--- src/source/aud_config.svh ---
`ifndef AUD_CONFIG_SVH
`define AUD_CONFIG_SVH

// one stored audio sample
`define AUD_SAMPLE_W 16

// sample memory
`define AUD_ADDR_W 10
`define AUD_MEM_DEPTH 1024

// bit clocks per half of the left/right frame
// must exceed the sample width by at least 4
`define AUD_HALF_FRAME 24

// output-sample counter, covers depth times the largest speed
`define AUD_COUNT_W 24

// speed factor, valid 1 to 8
`define AUD_SPEED_W 4

`endif
--- src/source/aud_ctrl_pkg.sv ---
package aud_ctrl_pkg;

	typedef enum logic [1:0] {
		PLAY_FAST   = 2'd0,
		PLAY_HOLD   = 2'd1,
		PLAY_LINEAR = 2'd2
	} play_mode_e;

	// speed control FSM
	typedef enum logic [1:0] {
		SPD_IDLE  = 2'd0,
		SPD_FETCH = 2'd1,
		SPD_SEND  = 2'd2
	} speed_state_e;

	// serializer FSM
	typedef enum logic [1:0] {
		PLY_IDLE  = 2'd0,
		PLY_WAIT  = 2'd1,
		PLY_SHIFT = 2'd2
	} player_state_e;

endpackage

--- src/source/aud_types_pkg.sv ---
`include "aud_config.svh"

package aud_types_pkg;

	// signed PCM sample as stored and played
	typedef logic signed [`AUD_SAMPLE_W-1:0] sample_t;

	// sample memory address
	typedef logic [`AUD_ADDR_W-1:0] addr_t;

	// output samples per run
	typedef logic [`AUD_COUNT_W-1:0] count_t;

	// skip, repeat or interpolation factor
	typedef logic [`AUD_SPEED_W-1:0] speed_t;

endpackage

--- src/source/aud_player.sv ---
`timescale 1ns/10ps
`include "aud_config.svh"

module aud_player (
	input  logic                   i_clk,
	input  logic                   i_rst_n,
	input  logic                   i_play_en,
	input  logic                   i_lrck_rise,
	input  aud_types_pkg::sample_t i_sample,
	output logic                   o_dacdat,
	output logic                   o_frame_active,
	output logic                   o_sent
);
	import aud_types_pkg::*;
	import aud_ctrl_pkg::*;

	localparam int BIT_W = $clog2(`AUD_SAMPLE_W);
	localparam logic [BIT_W-1:0] LAST_BIT = BIT_W'(`AUD_SAMPLE_W - 1);

	player_state_e    state;
	logic [BIT_W-1:0] bit_cnt;
	sample_t          shift_r;
	logic             frame_start;

	assign frame_start = (state != PLY_SHIFT) && i_play_en && i_lrck_rise;

	// MSB first, silent outside the frame
	assign o_dacdat = o_frame_active & shift_r[`AUD_SAMPLE_W-1];

	always_ff @(posedge i_clk) begin
		if (!i_rst_n) begin
			state <= PLY_IDLE;
			bit_cnt <= '0;
			o_frame_active <= 1'b0;
			o_sent <= 1'b0;
		end else begin
			o_sent <= 1'b0;
			case (state)
				PLY_IDLE, PLY_WAIT: begin
					if (frame_start) begin
						state <= PLY_SHIFT;
						bit_cnt <= '0;
						o_frame_active <= 1'b1;
					end else begin
						state <= i_play_en ? PLY_WAIT : PLY_IDLE;
					end
				end
				PLY_SHIFT: begin
					if (bit_cnt == LAST_BIT) begin
						state <= PLY_IDLE;
						o_frame_active <= 1'b0;
						o_sent <= 1'b1;
					end else begin
						bit_cnt <= bit_cnt + 1'b1;
					end
				end
				default: begin
					state <= PLY_IDLE;
				end
			endcase
		end
	end

	always_ff @(posedge i_clk) begin
		if (frame_start) begin
			shift_r <= i_sample;
		end else if (state == PLY_SHIFT) begin
			shift_r <= {shift_r[`AUD_SAMPLE_W-2:0], 1'b0};
		end
	end

endmodule

--- config.mk ---
export PLATFORM = sky130hd
export DESIGN_NAME = aud_player
export DESIGN_NICKNAME = d
export VERILOG_FILES = /design/src/source/aud_ctrl_pkg.sv /design/src/source/aud_types_pkg.sv /design/src/source/aud_player.sv
export VERILOG_INCLUDE_DIRS = /design/src /design/src/source
export SDC_FILE = /design/constraint.sdc
export NUM_CORES = 1
export LEC_CHECK = 0
export BUFFER_PORTS_ARGS = -buffer_cell sky130_fd_sc_hd__buf_2
export CAP_MARGIN = 20
export CORE_MARGIN = 2
export CORE_UTILIZATION = 45
export DETAILED_ROUTE_END_ITERATION = 10
export PLACE_DENSITY = 0.65
export SKIP_LAST_GASP = 1
export SYNTH_ARGS = -nofsm -noshare
export SYNTH_HDL_FRONTEND = slang
export SYNTH_SLANG_ARGS = --single-unit
--- constraint.sdc ---
create_clock -name i_clk -period 3.4 [get_ports i_clk]
set_input_delay 0.34 -clock i_clk [delete_from_list [all_inputs] [get_ports i_clk]]
set_output_delay 0.34 -clock i_clk [all_outputs]
set_load 0.05 [all_outputs]
==> impl_metrics.toml, run 1 <==
[cells_and_area]
fin_nets = 121
antenna_cells = 0
syn2layout_area_growth_pct = 15.2
fillers = 212
design_area_um2 = 1200
drive_above_1_share = 0.434

[timing]
period_share = 0.437
finClkSkew_ns = 0.00572
final_hold_viol_count = 0
worstMarginPinSlew_ns = 0.645
drv_slew = 0
maxSlewHeadroom = 0.569
rsz0062_at_grt = "no"
finalSetupViolCount = 0
layout_min_cycle_time_ns = 1.49
tns_ns = 0
fmax_mhz = 673

[logic_synthesis]
synth_warnings = 0
synth_top_cell_area_share = 0.460
synth_area_leaders = "edfxtp_1 46%, mux2_2 16%, dfxtp_1 15%"
yosysMostFrequentCell = "edfxtp_1"
synth.net_count = 96
synth-seq-cells = 24
syn_inst = 75
syn-cell-area_um2 = 1040
synth_common_cells = "16 x edfxtp_1, 15 x mux2_2, 8 x dfxtp_1, 5 x nand2_1, 4 x nand3_1"
seq_area_frac_synth = 0.614
synth_top_area_cell = "edfxtp_1"
synth.avg_cell_area_um2 = 13.9
ys_async_sr_fraction = 0
synth-main-ff-cell = "edfxtp_1"
synth_edf_count = 16
synth_cell_type_count = 23

[clock_network]
cts_tree = "built"
clockRootBuffer = "clkbuf_4"
clkTransAtPathRegs_ns = 0.13
postCtsHoldBufs = 0
numCtsBuffers = 3
post_cts_buffers = 0
cts.htree.levels = 1
max-clock-path-buffers = 2
cts_sinks = 24
post_cts.resized_instances = 0
clk_latency_ns = 0.31

[worst_hold_path]
holdPathEnd = "state[0]"
hold_class = "in -> reg"
min_path_cells = 2
hp-start = "i_lrck_rise"

[global_route]
use_met1 = 0.181
grt_overflow = 0
busiest_layer = "met2"
grt_pass1_wl_mm = 2.76
grtUsageMet2 = 0.217
grt_max_degree = 17
grt_use_total = 0.143
antenna_found_initial = 0
grt_util_met3 = 0.0402
grt_pass1_vias = 620

[outcome]
run_status = "completed"

[route]
drc = 0
viasPerCell = 5.20
finalWirelength_mm = 1.63
vias = 660
dr.pass1.iters = 3
wire_per_inst_um = 12.8
dr.first_iter.drc_count = 5
drtAntennaViolNets = 0

[placed_design]
port_buffers = 22
gp_congestion = 0.780
post_dp_cell_area_um2 = 1170
hpwl_mm = 1.18

[power]
cellLeakagePower_nw = 0.459
power.density_nw_per_um2 = 465
p_clk_frac = 0.265
comb_power_share = 0.118
switching_power_mw = 0.122
p_int_mw = 0.436
switching_share = 0.219
p_seq_frac = 0.618
vdd_drop_max_mv = 0.254

[worst_setup_path]
r2r_cells = 2
start_kind = "register"
critPathRequiredTime_ns = 3.36
path_max_fanout = 16
crit_start = "state[1]"
end_kind = "register"
r2r_setup_slack_ns = 1.91
timing.rr.start = "state[1]"
worst-setup-path-type = "reg -> reg"
reg2reg_to = "shift_r[8]"
critPathArrivalTime_ns = 1.45

[floorplanning]
initial_core_util = 0.472
dieArea_um2 = 2720
chipWidth_um = 52.2
pin_count = 23
die_h_um = 52.2
core_um2 = 2210
row_count = 17

[job]
maxCapViolCount = 0
layout by cell type (no fill, tap or decap), types with 2 or more instances in the layout:
cell type   n
dfxtp_1     8
and2_1      3
nor3_1      2
edfxtp_1   16
nand2_1     5
clkbuf_4    3
buf_2      22
o21ai_0     3
o211ai_1    2
nand3_1     4
a21oi_1     3
mux2_2     15
critical path, stage by stage, from the launching register on:
cell      delay [ns]
dfxtp_1         0.39
nand2b_1        0.19
nand2_1         0.55
how the worst max path moves through the flow:
stage                 endpoint  cells after the start  slack, ns
finish              shift_r[8]                      2       1.91
global route        shift_r[8]                      2       1.77
CTS                 shift_r[6]                      2       1.89
detailed placement  shift_r[6]                      3       1.88
global placement    shift_r[3]                      4       1.91
floorplan             o_dacdat                      1       1.94
layer usage:
metal,part of all wire,up-vias
met1,0.46,305
met4,0.027,0
met2,0.46,18
li1,-,331
met3,0.054,6
met5,0,-
state kept, by name, indices dropped and copies added (netlist names):
name and flops:
state 2, o_frame_active 1, o_sent 1, bit_cnt 4, shift_r 16
cell families (layout without fill, tap and decap cells):
family / count (synthesis) / in the layout / synth area share
adder cells (fa/ha/maj): 1 / 1 / 0.0120
AO/OA/AOI/OAI: 10 / 10 / 0.0575
AND/OR/NAND/NOR: 22 / 22 / 0.130
buffers and inverters: 3 / 27 / 0.0252
multiplexers: 15 / 15 / 0.162
flip-flops: 24 / 24 / 0.614
power groups by stage:
stage                     combinational, mW  clock [mW]  sequential (mW)
after CTS                            0.0673       0.154            0.346
final                                0.0657       0.148            0.345
after detailed placement             0.0669           0            0.352
after global routing                 0.0748       0.166            0.348
after global placement               0.0647           0            0.351
after floorplan                      0.0467           0            0.353
through the flow:
| step | utilization | setup slack, ns | hold WS, ns | cells | power, mW |
|---|---|---|---|---|---|
| floorplan | - | 1.94 | 0.416 | 75 | 0.399 |
| global placement | 0.527 | 1.91 | 0.446 | 123 | 0.416 |
| detailed placement | 0.527 | 1.88 | 0.463 | 123 | 0.419 |
| CTS | 0.544 | 1.89 | 0.190 | 127 | 0.567 |
| global route | 0.544 | 1.77 | 0.183 | 127 | 0.589 |
| finish | 0.544 | 1.91 | 0.202 | 127 | 0.559 |
area by class of cell:
class	instances	area [um2]	area share
clock buffer	4	36.3	0.0302
inverter	1	3.75	0.00312
multi-input combinational	48	377	0.313
sequential	24	641	0.533
tap	28	35.0	0.0291
timing repair buffer	22	110	0.0916
(Power assumes the default switching activity.)
==> inputs of run 2 (changes only) <==
- ABC_AREA: not set -> 1
- clock period: 3.4 -> 1.41 ns (I/O delays scaled with it)
==> run 2 against run 1 <==
  * Setup slack worse by 1.8 ns
  * Final area up 6.0%
  * Die area up 5.0%
  * Critical endpoint unchanged
  * Worst hold slack worse by 0.15 ns
  * Largest cell class unchanged
  * Non-clock buffer count up 3
  * Via count up 24%
==> impl_metrics.toml, run 2 <==
[route]
vias = 818
dr.pass1.iters = 4
wire_per_inst_um = 11.9
dr.first_iter.drc_count = 8
finalWirelength_mm = 2.03
drtAntennaViolNets = 0
drc = 0
viasPerCell = 4.78

[cells_and_area]
largest_register_ffs = 16
stdcell_count = 171
antenna_cells = 0
syn2layout_area_growth_pct = 15.9
top_register = "shift_r"
drive_above_1_share = 0.266
layout_commonest_cell = "nand2_1"
reg_top3 = "shift_r x16, bit_cnt x4, state x2"
fin_nets = 165
layout_common_cells = "42 x nand2_1, 22 x buf_2, 17 x nand3_1, 16 x edfxtp_1, 8 x dfxtp_1"

[logic_synthesis]
synth-main-ff-cell = "edfxtp_1"
synth.avg_cell_area_um2 = 9.40
synth_top_cell_area_share = 0.437
synth_top_area_cell = "edfxtp_1"
synth.net_count = 138
ys_async_sr_fraction = 0
synth_cell_type_count = 23
synth_common_cells = "42 x nand2_1, 17 x nand3_1, 16 x edfxtp_1, 8 x dfxtp_1, 5 x nor2_1"
syn-cell-area_um2 = 1100
synth_area_leaders = "edfxtp_1 44%, dfxtp_1 15%, nand2_1 14%"
synth_edf_count = 16
yosysMostFrequentCell = "nand2_1"
syn_inst = 117
synth-seq-cells = 24
seq_area_frac_synth = 0.582
synth_warnings = 0

[timing]
maxSlewHeadroom = 0.835
finClkSkew_ns = 0.00604
hold_slack_ns = 0.0508
tns_ns = 0
period_share = 0.894
rsz0062_at_grt = "no"
layout_min_cycle_time_ns = 1.26
final_hold_viol_count = 0
fmax_mhz = 793
drv_slew = 0
finalSetupViolCount = 0
worstMarginPinSlew_ns = 0.249

[power]
power.density_nw_per_um2 = 1050
vdd_drop_max_mv = 0.546
cellLeakagePower_nw = 0.591

[placed_design]
gp_congestion = 0.735
placed_cells = 166
port_buffers = 22
hpwl_mm = 1.46

[floorplanning]
pin_count = 23
chipWidth_um = 53.4
row_count = 17
dieArea_um2 = 2860
core_um2 = 2250
die_h_um = 53.4
initial_core_util = 0.488

[global_route]
grt_pass1_vias = 810
busiest_layer = "met2"
antenna_found_initial = 0
grt_pass1_wl_mm = 3.41
grt_overflow = 0
grt_use_total = 0.168
grtUsageMet2 = 0.284
use_met1 = 0.208
grt_util_met3 = 0.0254
grt_max_degree = 18

[outcome]
run_status = "completed"

[worst_setup_path]
critPathRequiredTime_ns = 1.50
path_max_fanout = 17
path_buf_inv = 3
worst-setup-path-type = "in -> reg"
end_kind = "register"
crit_chain = "dlygate4sd3_1 > buf_2 > nand2_1 > inv_4 > nand2_4 > nand2_1 > nand2_1"
critical_path.slowest_cell = "dlygate4sd3_1"
critPathArrivalTime_ns = 1.35
cp_common_cell = "nand2_1"
max_stage_delay_ns = 0.52
path_delay_family = "buffers and inverters"
start_kind = "input pin"

[clock_network]
clockRootBuffer = "clkbuf_4"
cts_tree = "built"
max-clock-path-buffers = 2
clk_latency_ns = 0.31
cts_sinks = 24
clkTransAtPathRegs_ns = 0.13
cts.htree.levels = 1
numCtsBuffers = 3

[worst_hold_path]
hold_class = "in -> reg"

[job]
maxCapViolCount = 0
run 2: cell count changes after synthesis, moves of 2 or more:
cell      delta
nand2_1     +37
mux2_2      -15
nand3_1     +13
nand2_4      +4
nor2_1       +4
and2_1       -3
inv_1        +3
inv_2        +2
nand2_2      +2
o211ai_1     -2
o21ai_0      -2
run 2: cells by family after synthesis:
group / share of synthesized area
simple gates: 0.322
flops: 0.582
buf+inv: 0.0466
compound gates: 0.0375
fa+ha+maj: 0.0114
run 2: worst min-delay path, stage by stage:
cell and delay, ns:
buf_2 0.10, nand2_1 0.05, nor3_1 0.04
run 2: final cells by class:
type / count / area, um2
Multi-Input combinational cell: 83 / 408
Timing Repair Buffer: 25 / 135
Clock buffer: 3 / 22.5
Inverter: 7 / 30.0
Sequential cell: 24 / 641
Tap cell: 28 / 35.0
Fill cell: 197 / 980
Clock inverter: 1 / 3.75
run 2: through the flow:
stage | worst slack [ns] | util | power [mW] | cell area (um2)
finish | 0.150 | 0.565 | 1.34 | 1270
floorplan | 0.0189 | - | 0.988 | 1100
global route | 0.0214 | 0.565 | 1.41 | 1270
CTS | 0.0630 | 0.564 | 1.36 | 1270
detailed placement | 0.191 | 0.548 | 1.05 | 1240
global placement | 0.200 | 0.548 | 1.05 | 1240
run 2: power breakdown:
part,leakage [nW],internal (mW),total (mW),switching [mW]
clock network,0.0154,0.103,0.305,0.202
logic,0.356,0.0719,0.195,0.123
registers,0.220,0.820,0.842,0.0227
run 2: path summary, 6_finish.rpt:
path                    endpoint  depth (start not counted)           start  slack [ns]
setup / recovery      shift_r[8]                          7     i_lrck_rise        0.15
hold / removal          state[0]                          3       i_play_en        0.05
setup reg to reg      bit_cnt[0]                          6      bit_cnt[0]        0.17
hold reg to reg   o_frame_active                          2  o_frame_active        0.49
run 2: metal layers:
metal  part of all wire  vias up  wire (um)
met5                  0        -          0
met4             0.0079        0         16
met3              0.038        2         77
met2               0.52       13       1050
met1               0.44      361        888
li1                   -      442          -
run 2: timing repair:
| item | in CTS | in global routing |
|---|---|---|
| buffers inserted | 0 | 0 |
| hold buffers | 1 | 0 |
| endpoints found under the hold margin | 1 | 0 |
| endpoints found under the setup margin | 0 | 13 |
| resized for setup | 0 | 2 |
