**config.mk**
```make
export PLATFORM = sky130hd
export DESIGN_NAME = aud_speed_ctrl
export DESIGN_NICKNAME = d
export VERILOG_FILES = /design/src/source/aud_ctrl_pkg.sv /design/src/source/aud_types_pkg.sv /design/src/source/aud_speed_ctrl.sv
export VERILOG_INCLUDE_DIRS = /design/src /design/src/source
export SDC_FILE = /design/constraint.sdc
export NUM_CORES = 1
export LEC_CHECK = 0
export BUFFER_PORTS_ARGS = -buffer_cell sky130_fd_sc_hd__clkbuf_2
export CAP_MARGIN = 20
export CORE_ASPECT_RATIO = 1.1
export CORE_MARGIN = 4
export CORE_UTILIZATION = 24
export CTS_CLUSTER_SIZE = 16
export DETAILED_ROUTE_END_ITERATION = 16
export PLACE_DENSITY = 0.44
export SLEW_MARGIN = 20
export SYNTH_ARGS = -nofsm -noshare
export SYNTH_HDL_FRONTEND = slang
export SYNTH_SLANG_ARGS = --single-unit
```
**constraint.sdc**
```tcl
create_clock -name i_clk -period 80.7 [get_ports i_clk]
set_clock_uncertainty 0.05 [all_clocks]
set_input_delay 12.105 -clock i_clk [delete_from_list [all_inputs] [get_ports i_clk]]
set_output_delay 12.105 -clock i_clk [all_outputs]
set_load 0.02 [all_outputs]
```
**src/source/aud_config.svh**
```systemverilog
`ifndef AUD_CONFIG_SVH
`define AUD_CONFIG_SVH

// one stored audio sample
`define AUD_SAMPLE_W 16

// sample memory
`define AUD_ADDR_W 10
`define AUD_MEM_DEPTH 1024

// bit clocks per half of the left/right frame
// must exceed the sample width by at least 4
`define AUD_HALF_FRAME 24

// output-sample counter, covers depth times the largest speed
`define AUD_COUNT_W 24

// speed factor, valid 1 to 8
`define AUD_SPEED_W 4

`endif
```
**src/source/aud_ctrl_pkg.sv**
```systemverilog
package aud_ctrl_pkg;

	typedef enum logic [1:0] {
		PLAY_FAST   = 2'd0,
		PLAY_HOLD   = 2'd1,
		PLAY_LINEAR = 2'd2
	} play_mode_e;

	// speed control FSM
	typedef enum logic [1:0] {
		SPD_IDLE  = 2'd0,
		SPD_FETCH = 2'd1,
		SPD_SEND  = 2'd2
	} speed_state_e;

	// serializer FSM
	typedef enum logic [1:0] {
		PLY_IDLE  = 2'd0,
		PLY_WAIT  = 2'd1,
		PLY_SHIFT = 2'd2
	} player_state_e;

endpackage

```
**src/source/aud_types_pkg.sv**
```systemverilog
`include "aud_config.svh"

package aud_types_pkg;

	// signed PCM sample as stored and played
	typedef logic signed [`AUD_SAMPLE_W-1:0] sample_t;

	// sample memory address
	typedef logic [`AUD_ADDR_W-1:0] addr_t;

	// output samples per run
	typedef logic [`AUD_COUNT_W-1:0] count_t;

	// skip, repeat or interpolation factor
	typedef logic [`AUD_SPEED_W-1:0] speed_t;

endpackage

```
**src/source/aud_speed_ctrl.sv**
```systemverilog
`timescale 1ns/10ps
`include "aud_config.svh"

module aud_speed_ctrl (
	input  logic                     i_clk,
	input  logic                     i_rst_n,
	input  logic                     i_start,
	input  logic                     i_stop,
	input  logic                     i_pause,
	input  aud_ctrl_pkg::play_mode_e i_mode,
	input  aud_types_pkg::speed_t    i_speed,
	input  aud_types_pkg::count_t    i_record_count,
	input  aud_types_pkg::sample_t   i_mem_data,
	input  logic                     i_sent,
	output aud_types_pkg::addr_t     o_mem_addr,
	output aud_types_pkg::sample_t   o_sample,
	output logic                     o_play_en,
	output logic                     o_finish
);
	import aud_types_pkg::*;
	import aud_ctrl_pkg::*;

	localparam int DIFF_W = `AUD_SAMPLE_W + 1;
	localparam int MSB = `AUD_SAMPLE_W - 1;

	speed_state_e state;

	// run settings latched at start
	play_mode_e mode_r;
	speed_t     speed_r;
	count_t     limit_r;

	count_t     out_cnt;
	logic [1:0] fetch_cnt;
	speed_t     interp_cnt;

	// left sample of the current pair
	sample_t    first_r;

	count_t     start_limit;
	logic       slow_mode;
	logic       fetch_last;
	logic       pair_done;
	logic       start_ok;

	logic signed [DIFF_W-1:0] diff;
	logic signed [DIFF_W-1:0] divisor;
	logic signed [DIFF_W-1:0] step_wide;
	sample_t    step;

	assign slow_mode = (mode_r != PLAY_FAST);

	// slow modes need an extra cycle for the second read
	assign fetch_last = slow_mode ? (fetch_cnt == 2'd2) : (fetch_cnt == 2'd1);

	// last interpolation point of this pair
	assign pair_done = ((interp_cnt + speed_t'(1)) == speed_r);

	assign start_ok = i_start && (i_record_count != '0);

	// right sample is on i_mem_data in the last fetch cycle
	assign diff = $signed({i_mem_data[MSB], i_mem_data}) - $signed({first_r[MSB], first_r});
	assign divisor = $signed({{(DIFF_W - `AUD_SPEED_W){1'b0}}, speed_r});
	assign step_wide = diff / divisor;
	// accumulation wraps at 16 bits anyway
	assign step = step_wide[MSB:0];

	// fast: ceil(N / speed), slow: speed * (N - 1) + 1
	always_comb begin
		if (i_mode == PLAY_FAST) begin
			start_limit = (i_record_count + count_t'(i_speed) - count_t'(1)) /
				count_t'(i_speed);
		end else begin
			start_limit = count_t'(i_speed) * (i_record_count - count_t'(1)) + count_t'(1);
		end
	end

	always_ff @(posedge i_clk) begin
		if (!i_rst_n) begin
			state <= SPD_IDLE;
			mode_r <= PLAY_FAST;
			speed_r <= '0;
			limit_r <= '0;
			out_cnt <= '0;
			fetch_cnt <= '0;
			interp_cnt <= '0;
			o_mem_addr <= '0;
			o_play_en <= 1'b0;
			o_finish <= 1'b0;
		end else begin
			o_finish <= 1'b0;
			if (i_stop) begin
				// abort from any state
				state <= SPD_IDLE;
				o_play_en <= 1'b0;
				o_finish <= 1'b1;
			end else begin
				case (state)
					SPD_IDLE: begin
						if (start_ok) begin
							mode_r <= i_mode;
							speed_r <= i_speed;
							limit_r <= start_limit;
							out_cnt <= '0;
							fetch_cnt <= '0;
							interp_cnt <= '0;
							o_mem_addr <= '0;
							state <= SPD_FETCH;
						end
					end
					SPD_FETCH: begin
						fetch_cnt <= fetch_cnt + 2'd1;
						// point at the right sample of the pair
						if (slow_mode && (fetch_cnt == 2'd0)) begin
							o_mem_addr <= o_mem_addr + addr_t'(1);
						end
						// back to the left one unless the pair is used up
						if (slow_mode && (fetch_cnt == 2'd1) && !pair_done) begin
							o_mem_addr <= o_mem_addr - addr_t'(1);
						end
						if (fetch_last) begin
							fetch_cnt <= '0;
							out_cnt <= out_cnt + count_t'(1);
							o_play_en <= !i_pause;
							state <= SPD_SEND;
							if (slow_mode) begin
								interp_cnt <= pair_done ? '0 : interp_cnt + speed_t'(1);
							end else begin
								o_mem_addr <= o_mem_addr + addr_t'(speed_r);
							end
						end
					end
					SPD_SEND: begin
						// sample stays pending while paused
						o_play_en <= !i_pause;
						if (i_sent) begin
							o_play_en <= 1'b0;
							if (out_cnt == limit_r) begin
								o_finish <= 1'b1;
								state <= SPD_IDLE;
							end else begin
								state <= SPD_FETCH;
							end
						end
					end
					default: begin
						state <= SPD_IDLE;
					end
				endcase
			end
		end
	end

	// sample datapath
	always_ff @(posedge i_clk) begin
		if (state == SPD_FETCH) begin
			if (slow_mode && (fetch_cnt == 2'd1)) begin
				first_r <= i_mem_data;
			end
			if (fetch_last) begin
				if (!slow_mode) begin
					o_sample <= i_mem_data;
				end else if ((mode_r == PLAY_LINEAR) && (interp_cnt != '0)) begin
					o_sample <= o_sample + step;
				end else begin
					// hold, or first point of a linear pair
					o_sample <= first_r;
				end
			end
		end
	end

endmodule

```
==> flow_summary.yaml, run 1 <==
floorplan:
  core_mm2: 0.107
  die-area_mm2: 0.113
  die_h_um: 352
  chipWidth_um: 321
  start_util_pct: 24.1
  io_pins: 80
  rows: 126
synth:
  syn_nets: 3985
  yosys-top-cells-count: "nand2_1 (355), nor2_1 (321), a21oi_1 (271)"
  synth_top_cell_by_area: "ha_1"
  synth.avg_cell_area_um2: 7.15
  syn_area_mm2: 0.0259
  synthTopCellsByArea: "ha_1 (13%), xnor2_1 (6.5%), dfxtp_1 (5.7%), a21oi_1 (5.2%), nand2_1 (5.2%)"
  synth_edf_count: 32
  yosysMostFrequentCell: "nand2_1"
  synth_flop_cell: "dfxtp_1"
  ys_seq_area_share_pct: 9.45
  yosysWarnings: 0
  synthDistinctLibCells: 121
  synth-seq-cells: 106
  synth_async_sr_flop_share_pct: 0
  synthesis.instances: 3618
  yosys.area.top_type_share_pct: 13.1
worst_setup_path:
  crit_slowest_cell: "a21oi_1"
  start_kind: "input pin"
  r2r_start: "first_r[0]$_DFFE_PP_"
  cp.required_ps: 80940
  setup.worst_path.class: "input pin to flip-flop"
  slowest_delay_ps: 710
  crit_path_end_kind: "flip-flop"
  crit_top_cell: "o21a_1"
  cp-startpoint: "i_speed[2]"
  worstPathMaxFanout: 25
  arrival_ps: 72220
routing:
  top_layer: "met4"
  via_per_inst: 5.18
  drc: 0
  wl_mm: 89.9
  wl_met3_mm: 2.25
  via_count: 26230
  detail-route-antenna-nets: 0
  drt_iter0_markers: 1335
  wl_met2_mm: 44.8
  wl_per_cell_um: 17.7
  first_pass_iters: 5
  met1_length_mm: 41.3
sta:
  timing.final.hold_violations: 0
  min_period_ps: 71980
  drv_slew: 0
  fmax_mhz: 13.9
  worstMarginPinSlew_ps: 1130
  rsz0062_at_grt: "false"
  setup_violations: 0
  slew_headroom_pct: 24.5
  tns_ps: 0
  period_share_pct: 89.2
finish:
  syn_to_final_growth_pct: 9.15
  layout-drive-gt1-share_pct: 7.49
  fillCellCount: 11989
  nNetsFinal: 4020
  n_antenna_cell: 0
min_path:
  hp-start: "limit_r[3]$_SDFFE_PN0P_"
  hp-class: "flip-flop to flip-flop"
clock_tree:
  clk_pin_slew_worst_paths_ps: 80
  clock_sinks: 106
  cts-buffers-inserted: 9
  cts-resized-gates: 0
  cts_root_buffer: "clkbuf_16"
  insertion_delay_ps: 400
  htree_levels: 3
  post_cts_buffers: 0
  tritoncts: "done"
  ctsHoldBuffers: 0
  cts_buffer_depth: 2
global_routing:
  grt_usage_pct: 15.5
  grt_pass1_vias: 25964
  overflow: 0
  antenna_found_initial: 1
  grt_max_degree: 35
  grt_pass1_wl_mm: 144
placement:
  dpl.hpwl_mm: 74.2
  numPortBuffers: 79
  gp_congestion: 0.883
outcome:
  status: "finished clean"
job:
  drv_cap: 0
cells by family after synthesis:
kind of cell             after synthesis  share of synthesized area [%]
flip-flops                           106                           9.45
AO/OA/AOI/OAI                       1081                           28.1
AND/OR/NAND/NOR                     1404                           27.3
multiplexers                          96                           3.98
buffers and inverters                330                           4.87
adder cells (fa/ha/maj)              317                           16.6
XOR/XNOR                             284                           9.70
critical path: cells and delay by family:
kind            cells  cell delay, ps
simple gates       88           21400
compound gates    106           26840
xor+xnor            1             170
mux                 9            2960
fa+ha+maj          26            7340
buf+inv             8            1180
metrics by stage:
stage / util [%] / cells / hold WS, ps / worst slack, ps / cell area [um2]
2_1_floorplan: - / 3618 / 394 / 17940 / 25900
5_1_grt: 26.3 / 5066 / 452 / 2020 / 28200
3_5_place_dp: 26.1 / 5050 / 419 / 8820 / 27900
3_3_place_gp: 26.1 / 5050 / 414 / 10840 / 27900
4_1_cts: 26.3 / 5066 / 436 / 9150 / 28200
6_report: 26.3 / 5066 / 429 / 8720 / 28200
worst paths after layout:
path                                           endpoint  slack, ps  cells past startpoint
worst min-delay path            limit_r[3]$_SDFFE_PN0P_        430                      2
worst max register to register   o_sample[15]$_DFFE_PP_      37670                    177
worst min register to register  limit_r[3]$_SDFFE_PN0P_        430                      2
worst max-delay path            limit_r[0]$_SDFFE_PN0P_       8720                    238
state kept, by name, indices dropped and copies added (netlist names):
signal      flops
fetch_cnt       2
first_r        16
interp_cnt      4
limit_r        24
mode_r          2
o_finish        1
o_mem_addr     10
o_play_en       1
o_sample       16
out_cnt        24
speed_r         4
state           2
layout by cell type (no fill, tap or decap), drive strengths merged, types with 40 or more instances in the layout:
cell      n
inv     243
o211ai   44
a21o     53
nand4    44
nand2   356
or2      47
and2     72
nand3    93
nor2b    43
a21oi   273
o21a     87
a31oi    43
nand2b   43
or3      49
nor4     45
fa       45
o21bai   40
nor3    175
dfxtp    74
xor2     91
nor2    325
xnor2   192
and3     42
o21ai   233
mux2i    51
ha      270
o31ai    48
mux2     45
clkbuf   88
routing by layer:
metal	track usage (%)	vias to the layer above
met5	0	-
met4	3.27	0
met3	0.798	75
met2	28.6	421
met1	19.7	12381
li1	-	13353
cell type report:
class | count | area [um2] | share of cell area (%)
tap | 1408 | 1760 | 6.24
inverter | 240 | 901 | 3.19
sequential | 106 | 2440 | 8.65
timing repair buffer | 114 | 658 | 2.33
clock buffer | 9 | 225 | 0.798
multi-input combinational | 3182 | 22200 | 78.6
clock inverter | 7 | 62.6 | 0.222
Power of run 1 is not shown: default switching activity piles up to over one toggle a cycle in this logic, so the estimate is an artifact.
==> run 2: changes to the inputs <==
Settings changed: CORE_ASPECT_RATIO 1.1 to not set.
==> flow_summary.yaml, run 2 (same netlist as run 1, synthesis figures left out) <==
floorplan:
  io_pins: 80
  die-area_mm2: 0.113
  rows: 120
  start_util_pct: 24.2
  core_mm2: 0.107
  die_h_um: 336
  chipWidth_um: 336
sta:
  tns_ps: 0
  timing.final.hold_violations: 0
  rsz0062_at_grt: "false"
  slew_headroom_pct: 25.8
  period_share_pct: 88.4
  worstMarginPinSlew_ps: 1100
  drv_slew: 0
  min_period_ps: 71370
  setup_violations: 0
  fmax_mhz: 14.0
worst_setup_path:
  crit_slowest_cell: "or4b_1"
  crit_path_end_kind: "flip-flop"
  worstPathMaxFanout: 24
  start_kind: "input pin"
  setup.worst_path.class: "input pin to flip-flop"
  crit_top_cell: "o21a_1"
  arrival_ps: 71600
  slowest_delay_ps: 700
  cp.required_ps: 80930
global_routing:
  grt_usage_pct: 14.9
  grt_pass1_wl_mm: 138
  grt_pass1_vias: 25277
  overflow: 0
  grt_max_degree: 36
  antenna_found_initial: 0
routing:
  wl_per_cell_um: 17.2
  via_count: 26111
  drc: 0
  first_pass_iters: 5
  via_per_inst: 5.16
  detail-route-antenna-nets: 0
  wl_mm: 86.9
  drt_iter0_markers: 1371
clock_tree:
  post_cts_buffers: 0
  clk_pin_slew_worst_paths_ps: 80
  clock_sinks: 106
  tritoncts: "done"
  cts-buffers-inserted: 9
  insertion_delay_ps: 390
  cts_root_buffer: "clkbuf_16"
  htree_levels: 3
  cts_buffer_depth: 2
  cts-resized-gates: 0
  ctsHoldBuffers: 0
placement:
  numPortBuffers: 79
  dp_cells: 5039
  place_area_mm2: 0.0279
  dpl.hpwl_mm: 71.7
  gp_congestion: 0.848
finish:
  instances_no_fill: 5056
  stdcell_area_mm2: 0.0282
  fillCellCount: 11993
  final_util_pct: 26.3
  syn_to_final_growth_pct: 9.08
  n_antenna_cell: 0
  reg_top3: "limit_r (24), out_cnt (24)"
  final_cell_mix: "nand2_1 (355), nor2_1 (319), a21oi_1 (270), ha_1 (270), inv_1 (236)"
  final_common_cell: "nand2_1"
  nNetsFinal: 4015
  layout-drive-gt1-share_pct: 7.34
outcome:
  status: "finished clean"
job:
  drv_cap: 0
min_path:
  hp-class: "flip-flop to flip-flop"
[run 2: cell count changes in the layout (fill, tap and decap cells not counted), sizes merged]
cell | previous run | this run
buf | 35 | 29
clkbuf | 88 | 91
clkinv | 3 | 1
[run 2: final timing paths]
kind                                               start                        to  slack [ps]  cells past startpoint
worst max-delay path                          i_speed[1]   limit_r[0]$_SDFFE_PN0P_        9330                    240
worst min-delay path            limit_r[18]$_SDFFE_PN0P_  limit_r[18]$_SDFFE_PN0P_         430                      2
worst max register to register      first_r[0]$_DFFE_PP_    o_sample[15]$_DFFE_PP_       37560                    178
worst min register to register  limit_r[18]$_SDFFE_PN0P_  limit_r[18]$_SDFFE_PN0P_         430                      2
[run 2: worst max-delay path: cells and delay by family]
kind / cells / cell delay [ps]
fa+ha+maj: 27 / 7730
xor+xnor: 1 / 170
simple gates: 87 / 21150
buf+inv: 8 / 940
compound gates: 109 / 26680
mux: 8 / 2740
[run 2: cell type report]
type / instances / area, um2 / area share, %
multi-input cells: 3182 / 22200 / 78.6
repair buffers: 109 / 638 / 2.26
inverters: 240 / 901 / 3.19
well taps: 1403 / 1760 / 6.22
flip-flops and latches: 106 / 2440 / 8.66
clock buffers: 11 / 254 / 0.901
clock inverters: 5 / 43.8 / 0.155
[run 2: stage by stage]
step                worst slack (ps)  hold slack (ps)
floorplan                      17940              394
global placement               11040              408
detailed placement              9220              414
CTS                             9460              430
global route                    3180              452
finish                          9330              425
[run 2: metal layers]
layer  vias up  GRT usage, %  part of all wire, %
met5         -             0                    0
met4         0          3.09                  1.7
met3        90          1.07                  2.8
met2       443          26.2                   48
met1     12230          20.0                   48
li1      13348             -                    -
Power of run 2 is left out for the same reason.
