`src/source/aud_config.svh`:
```
`ifndef AUD_CONFIG_SVH
`define AUD_CONFIG_SVH

// one stored audio sample
`define AUD_SAMPLE_W 16

// sample memory
`define AUD_ADDR_W 10
`define AUD_MEM_DEPTH 1024

// bit clocks per half of the left/right frame
// must exceed the sample width by at least 4
`define AUD_HALF_FRAME 24

// output-sample counter, covers depth times the largest speed
`define AUD_COUNT_W 24

// speed factor, valid 1 to 8
`define AUD_SPEED_W 4

`endif
```
`src/source/aud_lrck_gen.sv`:
```
`timescale 1ns/10ps
`include "aud_config.svh"

module aud_lrck_gen (
	input  logic i_clk,
	input  logic i_rst_n,
	output logic o_daclrck,
	output logic o_lrck_rise
);
	localparam int CNT_W = $clog2(`AUD_HALF_FRAME);
	localparam logic [CNT_W-1:0] LAST_CNT = CNT_W'(`AUD_HALF_FRAME - 1);

	logic [CNT_W-1:0] half_cnt;

	always_ff @(posedge i_clk) begin
		if (!i_rst_n) begin
			half_cnt <= '0;
			o_daclrck <= 1'b0;
			o_lrck_rise <= 1'b0;
		end else begin
			o_lrck_rise <= 1'b0;
			if (half_cnt == LAST_CNT) begin
				half_cnt <= '0;
				o_daclrck <= ~o_daclrck;
				// flag only the low to high flip, left half starts
				o_lrck_rise <= ~o_daclrck;
			end else begin
				half_cnt <= half_cnt + 1'b1;
			end
		end
	end

endmodule

```
`config.mk`:
```
export PLATFORM = sky130hd
export DESIGN_NAME = aud_lrck_gen
export DESIGN_NICKNAME = d
export VERILOG_FILES = /design/src/source/aud_lrck_gen.sv
export VERILOG_INCLUDE_DIRS = /design/src /design/src/source
export SDC_FILE = /design/constraint.sdc
export NUM_CORES = 1
export LEC_CHECK = 0
export CAP_MARGIN = 20
export CORE_AREA = 2 2 39 41
export DETAILED_ROUTE_END_ITERATION = 7
export DIE_AREA = 0 0 41 43
export DONT_BUFFER_PORTS = 1
export GPL_TIMING_DRIVEN = 0
export PLACE_DENSITY = 0.41
export SLEW_MARGIN = 20
export SYNTH_ARGS = -nofsm -noshare
export SYNTH_HDL_FRONTEND = slang
export SYNTH_SLANG_ARGS = --single-unit
```
`constraint.sdc`:
```
create_clock -name i_clk -period 1.3 [get_ports i_clk]
set_input_delay 0.195 -clock i_clk [delete_from_list [all_inputs] [get_ports i_clk]]
set_output_delay 0.195 -clock i_clk [all_outputs]
set_load 0.02 [all_outputs]
```
==> parameters.txt, run 1 <==
Parameter                              Value

Run status
  Run status ... finished clean

GRT
  Largest net degree at the start of global routing ... 8
  Overall global routing resource usage ... 0.0805
  Number of global-route vias before repair ... 222
  GRT overflow ... 0
  First-pass GRT wire length ... 917 um
  Initial antenna violation count ... 0

Floorplan
  Die H ... 43 um
  Initial core utilization ... 0.206
  Die area ... 1760 sq um
  CORE AREA ... 1380 sq um
  Horizontal die dimension ... 41 um
  Ports placed on the boundary ... 4
  Standard-cell row count ... 14

Power and ir drop
  Total Power ... 0.438 mW
  LEAKAGE ... 0.136 nW
  Total power divided by cell area ... 1320 nW/um^2
  Worst IR drop on VDD ... 406 uV

Place
  Cells after DPL ... 41
  GP Congestion ... 0.578
  Placed Area ... 305 sq um
  Number of buffer cells added on primary ports ... 0

Synthesis
  Post-synthesis instance area ... 285 sq um
  Number of synthesized flops with an enable pin ... 0
  Share of the yosys chip area belonging to registers ... 0.491
  Number of standard cells after synthesis ... 25
  Syn Area/Cell ... 11.4 sq um
  Most numerous cell in the Yosys netlist ... sky130_fd_sc_hd__dfxtp_1
  Yosys top cell by area ... sky130_fd_sc_hd__dfxtp_1
  Post-synth ARST share ... 0
  Dominant synthesized flop cell ... sky130_fd_sc_hd__dfxtp_1
  Most area-consuming cells after synthesis ... sky130_fd_sc_hd__dfxtp_1 49%, sky130_fd_sc_hd__and4b_4 4.8%, sky130_fd_sc_hd__ha_1 4.4%, sky130_fd_sc_hd__nor4_2 4.4%, sky130_fd_sc_hd__and4_2 3.5%
  Warning count from the yosys run ... 0
  Share of Yosys cell area claimed by the top area cell type ... 0.491
  Flops & latches, synth ... 7
  Yosys cell types ... 19
  Syn_nets ... 28

Layout
  Share of layout cells above drive strength 1 ... 0.207
  Area delta synth->final ... 16.2%
  Post-layout util ... 0.240
  Diodes inserted ... 0
  Multi-input combinational cell area ... 145 sq um
  Sequential cell area ... 140 sq um
  Number of nets in the finished design ... 33
  Fin area ... 332 sq um
  Filler-free cell count of the finished design ... 45
  Filler cells ... 149

Critical path
  CP Capture Type ... register
  Crit path DAT ... 1260 ps
  Max Fanout on Critical Path ... 5
  Startpoint type of the worst setup path ... register
  Worst setup path category ... register to register
  Required time of the worst setup path ... 1440 ps

Drt
  Average routed wire per standard cell ... 10.7 um
  Routed Wire Length ... 480 um
  Total number of vias ... 207
  Number of DRC violations after detailed routing ... 0
  Per-cell via count in the routed design ... 4.60
  First drt pass iteration count ... 1
  Count of routing violations after the opening detailed-route iteration ... 0
  Number of routed nets with antenna violations ... 0

Clock tree
  Clock sink total ... 7
  Clock insertion delay at the later pin of the skew report ... 240 ps
  Clock tree from TritonCTS ... done
  # Post-CTS Setup Buffers ... 0
  Clock tree root buffer cell ... sky130_fd_sc_hd__clkbuf_4
  Hold buffer count at CTS ... 0
  TritonCTS Buffers ... 3
  Clock Tree Buf Depth ... 2
  Clock H-tree levels ... 1
  Number of gates resized after CTS ... 0
  Clock Pin Slew Worst Setup and Hold Paths ... 50 ps

Timing
  Max Freq ... 890 MHz
  Unrepaired setup endpoints after global routing ... false
  Total Neg Setup Slack ... 0 ps
  Worst max-slew margin expressed relative to the limit ... 0.825
  Final setup skew ... 1.62 ps
  Final hold violations ... 0
  Setup violators final ... 0
  Period utilisation layout ... 0.865
  Number of pins with negative max-slew slack in the final report ... 0
  Transition time at the pin with the least slew margin ... 262 ps
  Shortest clock period the worst path allows after layout ... 1120 ps

Flow run
  Maximum capacitance violations ... 0

Min path
  Type of the most critical hold path ... input pin to register
==> cells in the final DEF (no fill, tap or decap) <==
cell type,count
sky130_fd_sc_hd__nand4b_1,1
sky130_fd_sc_hd__mux2i_1,1
sky130_fd_sc_hd__o21ai_0,1
sky130_fd_sc_hd__nand2b_1,1
sky130_fd_sc_hd__nand2_1,1
sky130_fd_sc_hd__a21oi_1,1
sky130_fd_sc_hd__nor4_2,1
sky130_fd_sc_hd__and3_1,1
sky130_fd_sc_hd__and4b_1,1
sky130_fd_sc_hd__and4b_4,1
sky130_fd_sc_hd__dfxtp_1,7
sky130_fd_sc_hd__a21boi_0,1
sky130_fd_sc_hd__ha_1,1
sky130_fd_sc_hd__o21a_1,1
sky130_fd_sc_hd__nor3b_1,1
sky130_fd_sc_hd__clkbuf_4,3
sky130_fd_sc_hd__xor2_1,1
sky130_fd_sc_hd__clkbuf_1,1
sky130_fd_sc_hd__nor2_1,1
sky130_fd_sc_hd__and4_2,1
sky130_fd_sc_hd__and2_1,1
==> worst max-delay path: stages (launching register included) <==
cell and delay, ps:
sky130_fd_sc_hd__dfxtp_1 360, sky130_fd_sc_hd__ha_1 250, sky130_fd_sc_hd__nand4b_1 190, sky130_fd_sc_hd__and3_1 230
==> area by class of cell <==
type	count	share of cell area
multi-input combinational	18	0.438
sequential	7	0.423
clock buffer	4	0.0792
tap	16	0.0604
==> flip-flops by register name (all words and copies together), names as in the netlist <==
name / flops
half_cnt: 5
o_daclrck: 1
o_lrck_rise: 1
==> per-stage QoR <==
stage	setup slack, ps	hold slack [ps]
6_report	176	73.8
5_1_grt	44.9	69.4
4_1_cts	155	66.5
3_5_place_dp	162	324
3_3_place_gp	174	318
2_1_floorplan	249	313
==> final timing paths <==
kind,startpoint,end,slack (ps),depth (start not counted)
worst min-delay path,i_rst_n,half_cnt[2],70,1
worst max-delay path,half_cnt[0],half_cnt[1],180,3
worst max register to register,half_cnt[0],half_cnt[1],180,3
worst min register to register,half_cnt[0],half_cnt[0],460,1
==> metal layers <==
metal / track usage / share of wire / vias to the layer above
met4: 0.0800 / 0 / 0
met5: 0 / 0 / -
met3: 0.0262 / 0.040 / 0
li1: - / - / 102
met1: 0.0777 / 0.36 / 101
met2: 0.122 / 0.60 / 4
==> logic make-up (layout without fill, tap and decap cells) <==
kind of cell / after synthesis / count (layout) / share of synthesized area
AND/OR/NAND/NOR: 11 / 11 / 0.311
AO/OA/AOI/OAI: 4 / 4 / 0.0877
adder cells (fa/ha/maj): 1 / 1 / 0.0439
buffers and inverters: 0 / 4 / 0
multiplexers: 1 / 1 / 0.0351
flip-flops: 7 / 7 / 0.491
XOR/XNOR: 1 / 1 / 0.0307
==> power by group <==
part | internal (mW) | switching, mW | total [mW]
logic | 0.00846 | 0.00659 | 0.0151
clock network | 0.117 | 0.0749 | 0.192
registers | 0.223 | 0.00824 | 0.231
(Power assumes the default switching activity.)
==> inputs of run 2 (changes only) <==
CTS_BUF_LIST = sky130_fd_sc_hd__clkbuf_4 sky130_fd_sc_hd__clkbuf_8   (was default)
==> run 2 against run 1 <==
  * Utilization grew 0.27 points
  * Critical path depth is the same
  * Die area is the same
  * Global-route usage shrank 0.50 points
  * Count of clock-buffer cells in the layout is the same
  * Sequential share of layout area shrank 0.47 points
  * Clock power grew 9%
  * Critical endpoint unchanged
  * Register-to-register slack is essentially flat
  * Final cell count is the same
  * Flip-flop and latch count is the same
==> parameters.txt, run 2 (same netlist as run 1, synthesis figures left out) <==
Parameter                              Value

Run status
  Run status ... finished clean

Drt
  Number of DRC violations after detailed routing ... 0
  Number of routed nets with antenna violations ... 0
  Per-cell via count in the routed design ... 4.64
  First drt pass iteration count ... 1
  Count of routing violations after the opening detailed-route iteration ... 0
  Average routed wire per standard cell ... 10.2 um
  Total number of vias ... 209
  Routed Wire Length ... 461 um

Timing
  Final worst-path setup slack ... 166 ps
  Worst max-slew margin expressed relative to the limit ... 0.825
  Setup violators final ... 0
  Shortest clock period the worst path allows after layout ... 1130 ps
  Unrepaired setup endpoints after global routing ... false
  Final setup skew ... 1.23 ps
  Number of pins with negative max-slew slack in the final report ... 0
  Transition time at the pin with the least slew margin ... 262 ps
  Max Freq ... 882 MHz
  Final hold violations ... 0
  Total Neg Setup Slack ... 0 ps
  Period utilisation layout ... 0.872

Critical path
  Reg-to-reg slack, setup ... 170 ps
  Required time of the worst setup path ... 1430 ps
  Depth of the worst register-to-register path ... 3
  Worst setup path category ... register to register
  Max Fanout on Critical Path ... 5
  Capture instance of the worst register-to-register path ... half_cnt[1]
  Crit path DAT ... 1270 ps
  Worst setup path startpoint ... half_cnt[0]
  Beginning of the worst register-to-register path ... half_cnt[0]
  Critical path endpoint ... half_cnt[1]
  Startpoint type of the worst setup path ... register
  CP Capture Type ... register

Clock tree
  Number of gates resized after CTS ... 0
  TritonCTS Buffers ... 3
  Clock H-tree levels ... 1
  Clock Tree Buf Depth ... 2
  Clock insertion delay at the later pin of the skew report ... 240 ps
  Clock tree root buffer cell ... sky130_fd_sc_hd__clkbuf_4
  Clock tree from TritonCTS ... done
  Hold buffer count at CTS ... 0
  Clock sink total ... 7
  # Post-CTS Setup Buffers ... 0
  Clock Pin Slew Worst Setup and Hold Paths ... 50 ps

Floorplan
  Initial core utilization ... 0.206
  Ports placed on the boundary ... 4
  CORE AREA ... 1380 sq um
  Die area ... 1760 sq um
  Die H ... 43 um
  Horizontal die dimension ... 41 um
  Standard-cell row count ... 14

Layout
  Diodes inserted ... 0
  Largest register FFs ... 5
  Area delta synth->final ... 17.5%
  Register with the most flip-flops ... half_cnt
  Most frequent cells in the layout ... 7 x sky130_fd_sc_hd__dfxtp_1, 4 x sky130_fd_sc_hd__clkbuf_4
  Largest registers in the final layout ... half_cnt (5), o_daclrck (1), o_lrck_rise (1)
  Share of layout cells above drive strength 1 ... 0.241
  Number of nets in the finished design ... 33
  Most common cell after layout, fill and taps aside ... sky130_fd_sc_hd__dfxtp_1

Place
  Number of buffer cells added on primary ports ... 0
  Pre-CTS WS ... 162 ps
  GP Congestion ... 0.578

GRT
  Overall global routing resource usage ... 0.0755
  Number of global-route vias before repair ... 214
  First-pass GRT wire length ... 869 um
  Largest net degree at the start of global routing ... 8
  GRT overflow ... 0
  Initial antenna violation count ... 0

Power and ir drop
  Total power divided by cell area ... 1360 nW/um^2
  Worst IR drop on VDD ... 400 uV
  LEAKAGE ... 0.139 nW

Flow run
  Maximum capacitance violations ... 0

Min path
  Type of the most critical hold path ... input pin to register
==> run 2: through the flow <==
step | hold slack [ps] | power, mW | util | instances | cell area [sq um]
2_1_floorplan | 313 | 0.246 | - | 25 | 285
6_report | 74.0 | 0.456 | 0.242 | 45 | 335
3_5_place_dp | 324 | 0.250 | 0.221 | 41 | 305
3_3_place_gp | 318 | 0.249 | 0.221 | 41 | 305
4_1_cts | 66.5 | 0.468 | 0.242 | 45 | 335
5_1_grt | 69.4 | 0.489 | 0.242 | 45 | 335
==> run 2: area by class of cell <==
class | instances | area (sq um)
Fill cell | 146 | 1050
Multi-Input combinational cell | 18 | 145
Sequential cell | 7 | 140
Clock buffer | 4 | 30.0
Tap cell | 16 | 20.0
==> run 2: report_power, final <==
group          switching, mW  internal (mW)
Combinational        0.00687        0.00850
Clock                 0.0724          0.137
Sequential           0.00784          0.223
Total                 0.0871          0.369
==> run 2: metal layers <==
layer	routed length [um]	track usage	vias to the layer above
met4	0	0.0800	0
met1	179	0.0777	104
met5	0	0	-
met3	15	0.0262	0
li1	-	-	102
met2	267	0.106	3
==> run 2: how the worst min path moves through the flow <==
| stage | endpoint | start | slack (ps) | depth (start not counted) |
|---|---|---|---|---|
| floorplan | half_cnt[4] | i_rst_n | 310 | 1 |
| global placement | half_cnt[4] | i_rst_n | 320 | 1 |
| detailed placement | half_cnt[2] | i_rst_n | 320 | 1 |
| CTS | half_cnt[2] | i_rst_n | 70 | 1 |
| global route | half_cnt[4] | i_rst_n | 70 | 1 |
| finish | half_cnt[2] | i_rst_n | 70 | 1 |
==> run 2: critical path: stages (launching register included) <==
cell and delay, ps:
sky130_fd_sc_hd__dfxtp_1 350, sky130_fd_sc_hd__ha_1 250, sky130_fd_sc_hd__nand4b_1 190, sky130_fd_sc_hd__and3_1 230
==> inputs of run 3 (changes only) <==
ABC_AREA = 1   (was default)
==> run 3 against run 2 <==
  * Largest cell class is now registers
  * Clock power is 7% higher
  * Via count increased by 1.4%
  * Flip-flop and latch count stayed put
  * Routed wire length fell by 1.5%
==> parameters.txt, run 3 <==
Parameter                              Value

Timing
  Worst max-slew margin expressed relative to the limit ... 0.832
  Transition time at the pin with the least slew margin ... 252 ps
  Period utilisation layout ... 0.784
  Unrepaired setup endpoints after global routing ... false
  Shortest clock period the worst path allows after layout ... 1020 ps
  Final hold violations ... 0
  Setup violators final ... 0
  Final setup skew ... 3.46 ps
  Number of pins with negative max-slew slack in the final report ... 0
  Total Neg Setup Slack ... 0 ps
  Max Freq ... 981 MHz

Min path
  Type of the most critical hold path ... input pin to register
  Worst-case hold path end point ... o_daclrck
  Startpoint of the worst hold path ... i_rst_n
  Count of cells along the worst hold path ... 2

Critical path
  Beginning of the worst register-to-register path ... half_cnt[0]
  Startpoint type of the worst setup path ... register
  Required time of the worst setup path ... 1450 ps
  Worst setup path startpoint ... half_cnt[0]
  Depth of the worst register-to-register path ... 6
  Reg-to-reg slack, setup ... 280 ps
  Worst setup path category ... register to register
  Crit path DAT ... 1170 ps
  Capture instance of the worst register-to-register path ... half_cnt[3]
  CP Capture Type ... register
  Max Fanout on Critical Path ... 4

Synthesis
  Share of the yosys chip area belonging to registers ... 0.509
  Yosys top cell by area ... sky130_fd_sc_hd__dfxtp_1
  Number of standard cells after synthesis ... 35
  Post-synth ARST share ... 0
  Flops & latches, synth ... 7
  Number of synthesized flops with an enable pin ... 0
  Syn_nets ... 38
  Syn Area/Cell ... 7.86 sq um
  Most area-consuming cells after synthesis ... sky130_fd_sc_hd__dfxtp_1 51%, sky130_fd_sc_hd__nor2_1 9.5%, sky130_fd_sc_hd__inv_1 8.2%, sky130_fd_sc_hd__nand2_2 6.8%, sky130_fd_sc_hd__nand3_1 5.5%
  Yosys cell types ... 12
  Post-synthesis instance area ... 275 sq um
  Dominant synthesized flop cell ... sky130_fd_sc_hd__dfxtp_1
  Warning count from the yosys run ... 0
  Share of Yosys cell area claimed by the top area cell type ... 0.509
  Commonest cells post-synth ... 7 x sky130_fd_sc_hd__dfxtp_1, 7 x sky130_fd_sc_hd__nor2_1, 6 x sky130_fd_sc_hd__inv_1

Drt
  Number of DRC violations after detailed routing ... 0
  Average routed wire per standard cell ... 8.25 um
  Per-cell via count in the routed design ... 3.85
  Routed Wire Length ... 454 um
  First drt pass iteration count ... 2
  Count of routing violations after the opening detailed-route iteration ... 3
  Total number of vias ... 212
  Number of routed nets with antenna violations ... 0

Clock tree
  Clock H-tree levels ... 1
  Clock tree from TritonCTS ... done
  Clock Tree Buf Depth ... 2
  Clock Pin Slew Worst Setup and Hold Paths ... 60 ps
  Hold buffer count at CTS ... 0
  Clock insertion delay at the later pin of the skew report ... 250 ps
  Clock sink total ... 7
  TritonCTS Buffers ... 3
  Clock tree root buffer cell ... sky130_fd_sc_hd__clkbuf_4
  # Post-CTS Setup Buffers ... 0
  Number of gates resized after CTS ... 0

Layout
  Most frequent cells in the layout ... 7 x sky130_fd_sc_hd__nor2_1, 7 x sky130_fd_sc_hd__dfxtp_1, 6 x sky130_fd_sc_hd__inv_1
  Diodes inserted ... 0
  Number of nets in the finished design ... 43
  Fin area ... 325 sq um
  Register with the most flip-flops ... half_cnt
  Largest registers in the final layout ... half_cnt (5), o_daclrck (1), o_lrck_rise (1)
  Area delta synth->final ... 18.2%
  Share of layout cells above drive strength 1 ... 0.231
  Filler cells ... 158
  Largest register FFs ... 5

GRT
  Initial antenna violation count ... 0
  First-pass GRT wire length ... 690 um
  Overall global routing resource usage ... 0.0673
  Largest net degree at the start of global routing ... 5
  Number of global-route vias before repair ... 195
  GRT overflow ... 0

Place
  Detailed Place HPWL ... 351 um
  Number of buffer cells added on primary ports ... 0
  Placed Area ... 295 sq um
  GP Congestion ... 0.646

Power and ir drop
  Worst IR drop on VDD ... 267 uV
  LEAKAGE ... 0.157 nW
  Total power divided by cell area ... 1450 nW/um^2

Floorplan
  Initial core utilization ... 0.199
  Ports placed on the boundary ... 4
  Standard-cell row count ... 14
  Die H ... 43 um
  Die area ... 1760 sq um
  CORE AREA ... 1380 sq um
  Horizontal die dimension ... 41 um

Flow run
  Maximum capacitance violations ... 0

Run status
  Run status ... finished clean
-- run 3: worst max path at each step --
stage | slack (ps) | depth (start not counted) | endpoint
4_1_cts | 270 | 6 | half_cnt[3]
3_5_place_dp | 280 | 6 | half_cnt[3]
2_1_floorplan | 360 | 6 | half_cnt[3]
6_report | 280 | 6 | half_cnt[3]
5_1_grt | 210 | 6 | half_cnt[3]
3_3_place_gp | 260 | 6 | half_cnt[3]
-- run 3: per-stage QoR --
stage	instances	utilization	worst slack, ps	power, mW	hold WS, ps
after detailed placement	51	0.213	278	0.251	343
after global placement	51	0.213	262	0.251	332
after global routing	55	0.235	206	0.497	75.4
after CTS	55	0.235	271	0.484	67.9
after floorplan	35	-	362	0.247	329
final	55	0.235	281	0.471	77.8
-- run 3: cells by family after synthesis --
group           after synthesis  synth area share
simple gates                 18             0.300
flops                         7             0.509
compound gates                2            0.0500
buf+inv                       7            0.0954
fa+ha+maj                     1            0.0454
-- run 3: critical path: stages, from the launching register on --
cell and delay, ps:
sky130_fd_sc_hd__dfxtp_1 370, sky130_fd_sc_hd__ha_1 190, sky130_fd_sc_hd__nand2_2 80, sky130_fd_sc_hd__inv_2 80
sky130_fd_sc_hd__nand2_2 60, sky130_fd_sc_hd__nand2_2 80, sky130_fd_sc_hd__nor2_1 50
-- run 3: area by class of cell --
type | count | area [sq um] | share of cell area
inverter | 7 | 26.3 | 0.0808
sequential | 7 | 140 | 0.431
clock buffer | 4 | 30.0 | 0.0923
multi-input combinational | 21 | 109 | 0.335
tap | 16 | 20.0 | 0.0615
-- run 3: routing by layer --
| layer | wire, um | vias up | part of all wire | GRT usage |
|---|---|---|---|---|
| met2 | 194 | 4 | 0.43 | 0.0844 |
| met1 | 214 | 91 | 0.47 | 0.0611 |
| met3 | 37 | 2 | 0.081 | 0.0471 |
| met4 | 7 | 0 | 0.015 | 0.0800 |
| met5 | 0 | - | 0 | 0 |
| li1 | - | 115 | - | - |
-- run 3: power breakdown --
part,switching [mW],internal (mW)
sequential,0.00700,0.222
clock,0.0860,0.138
combinational,0.00926,0.00747
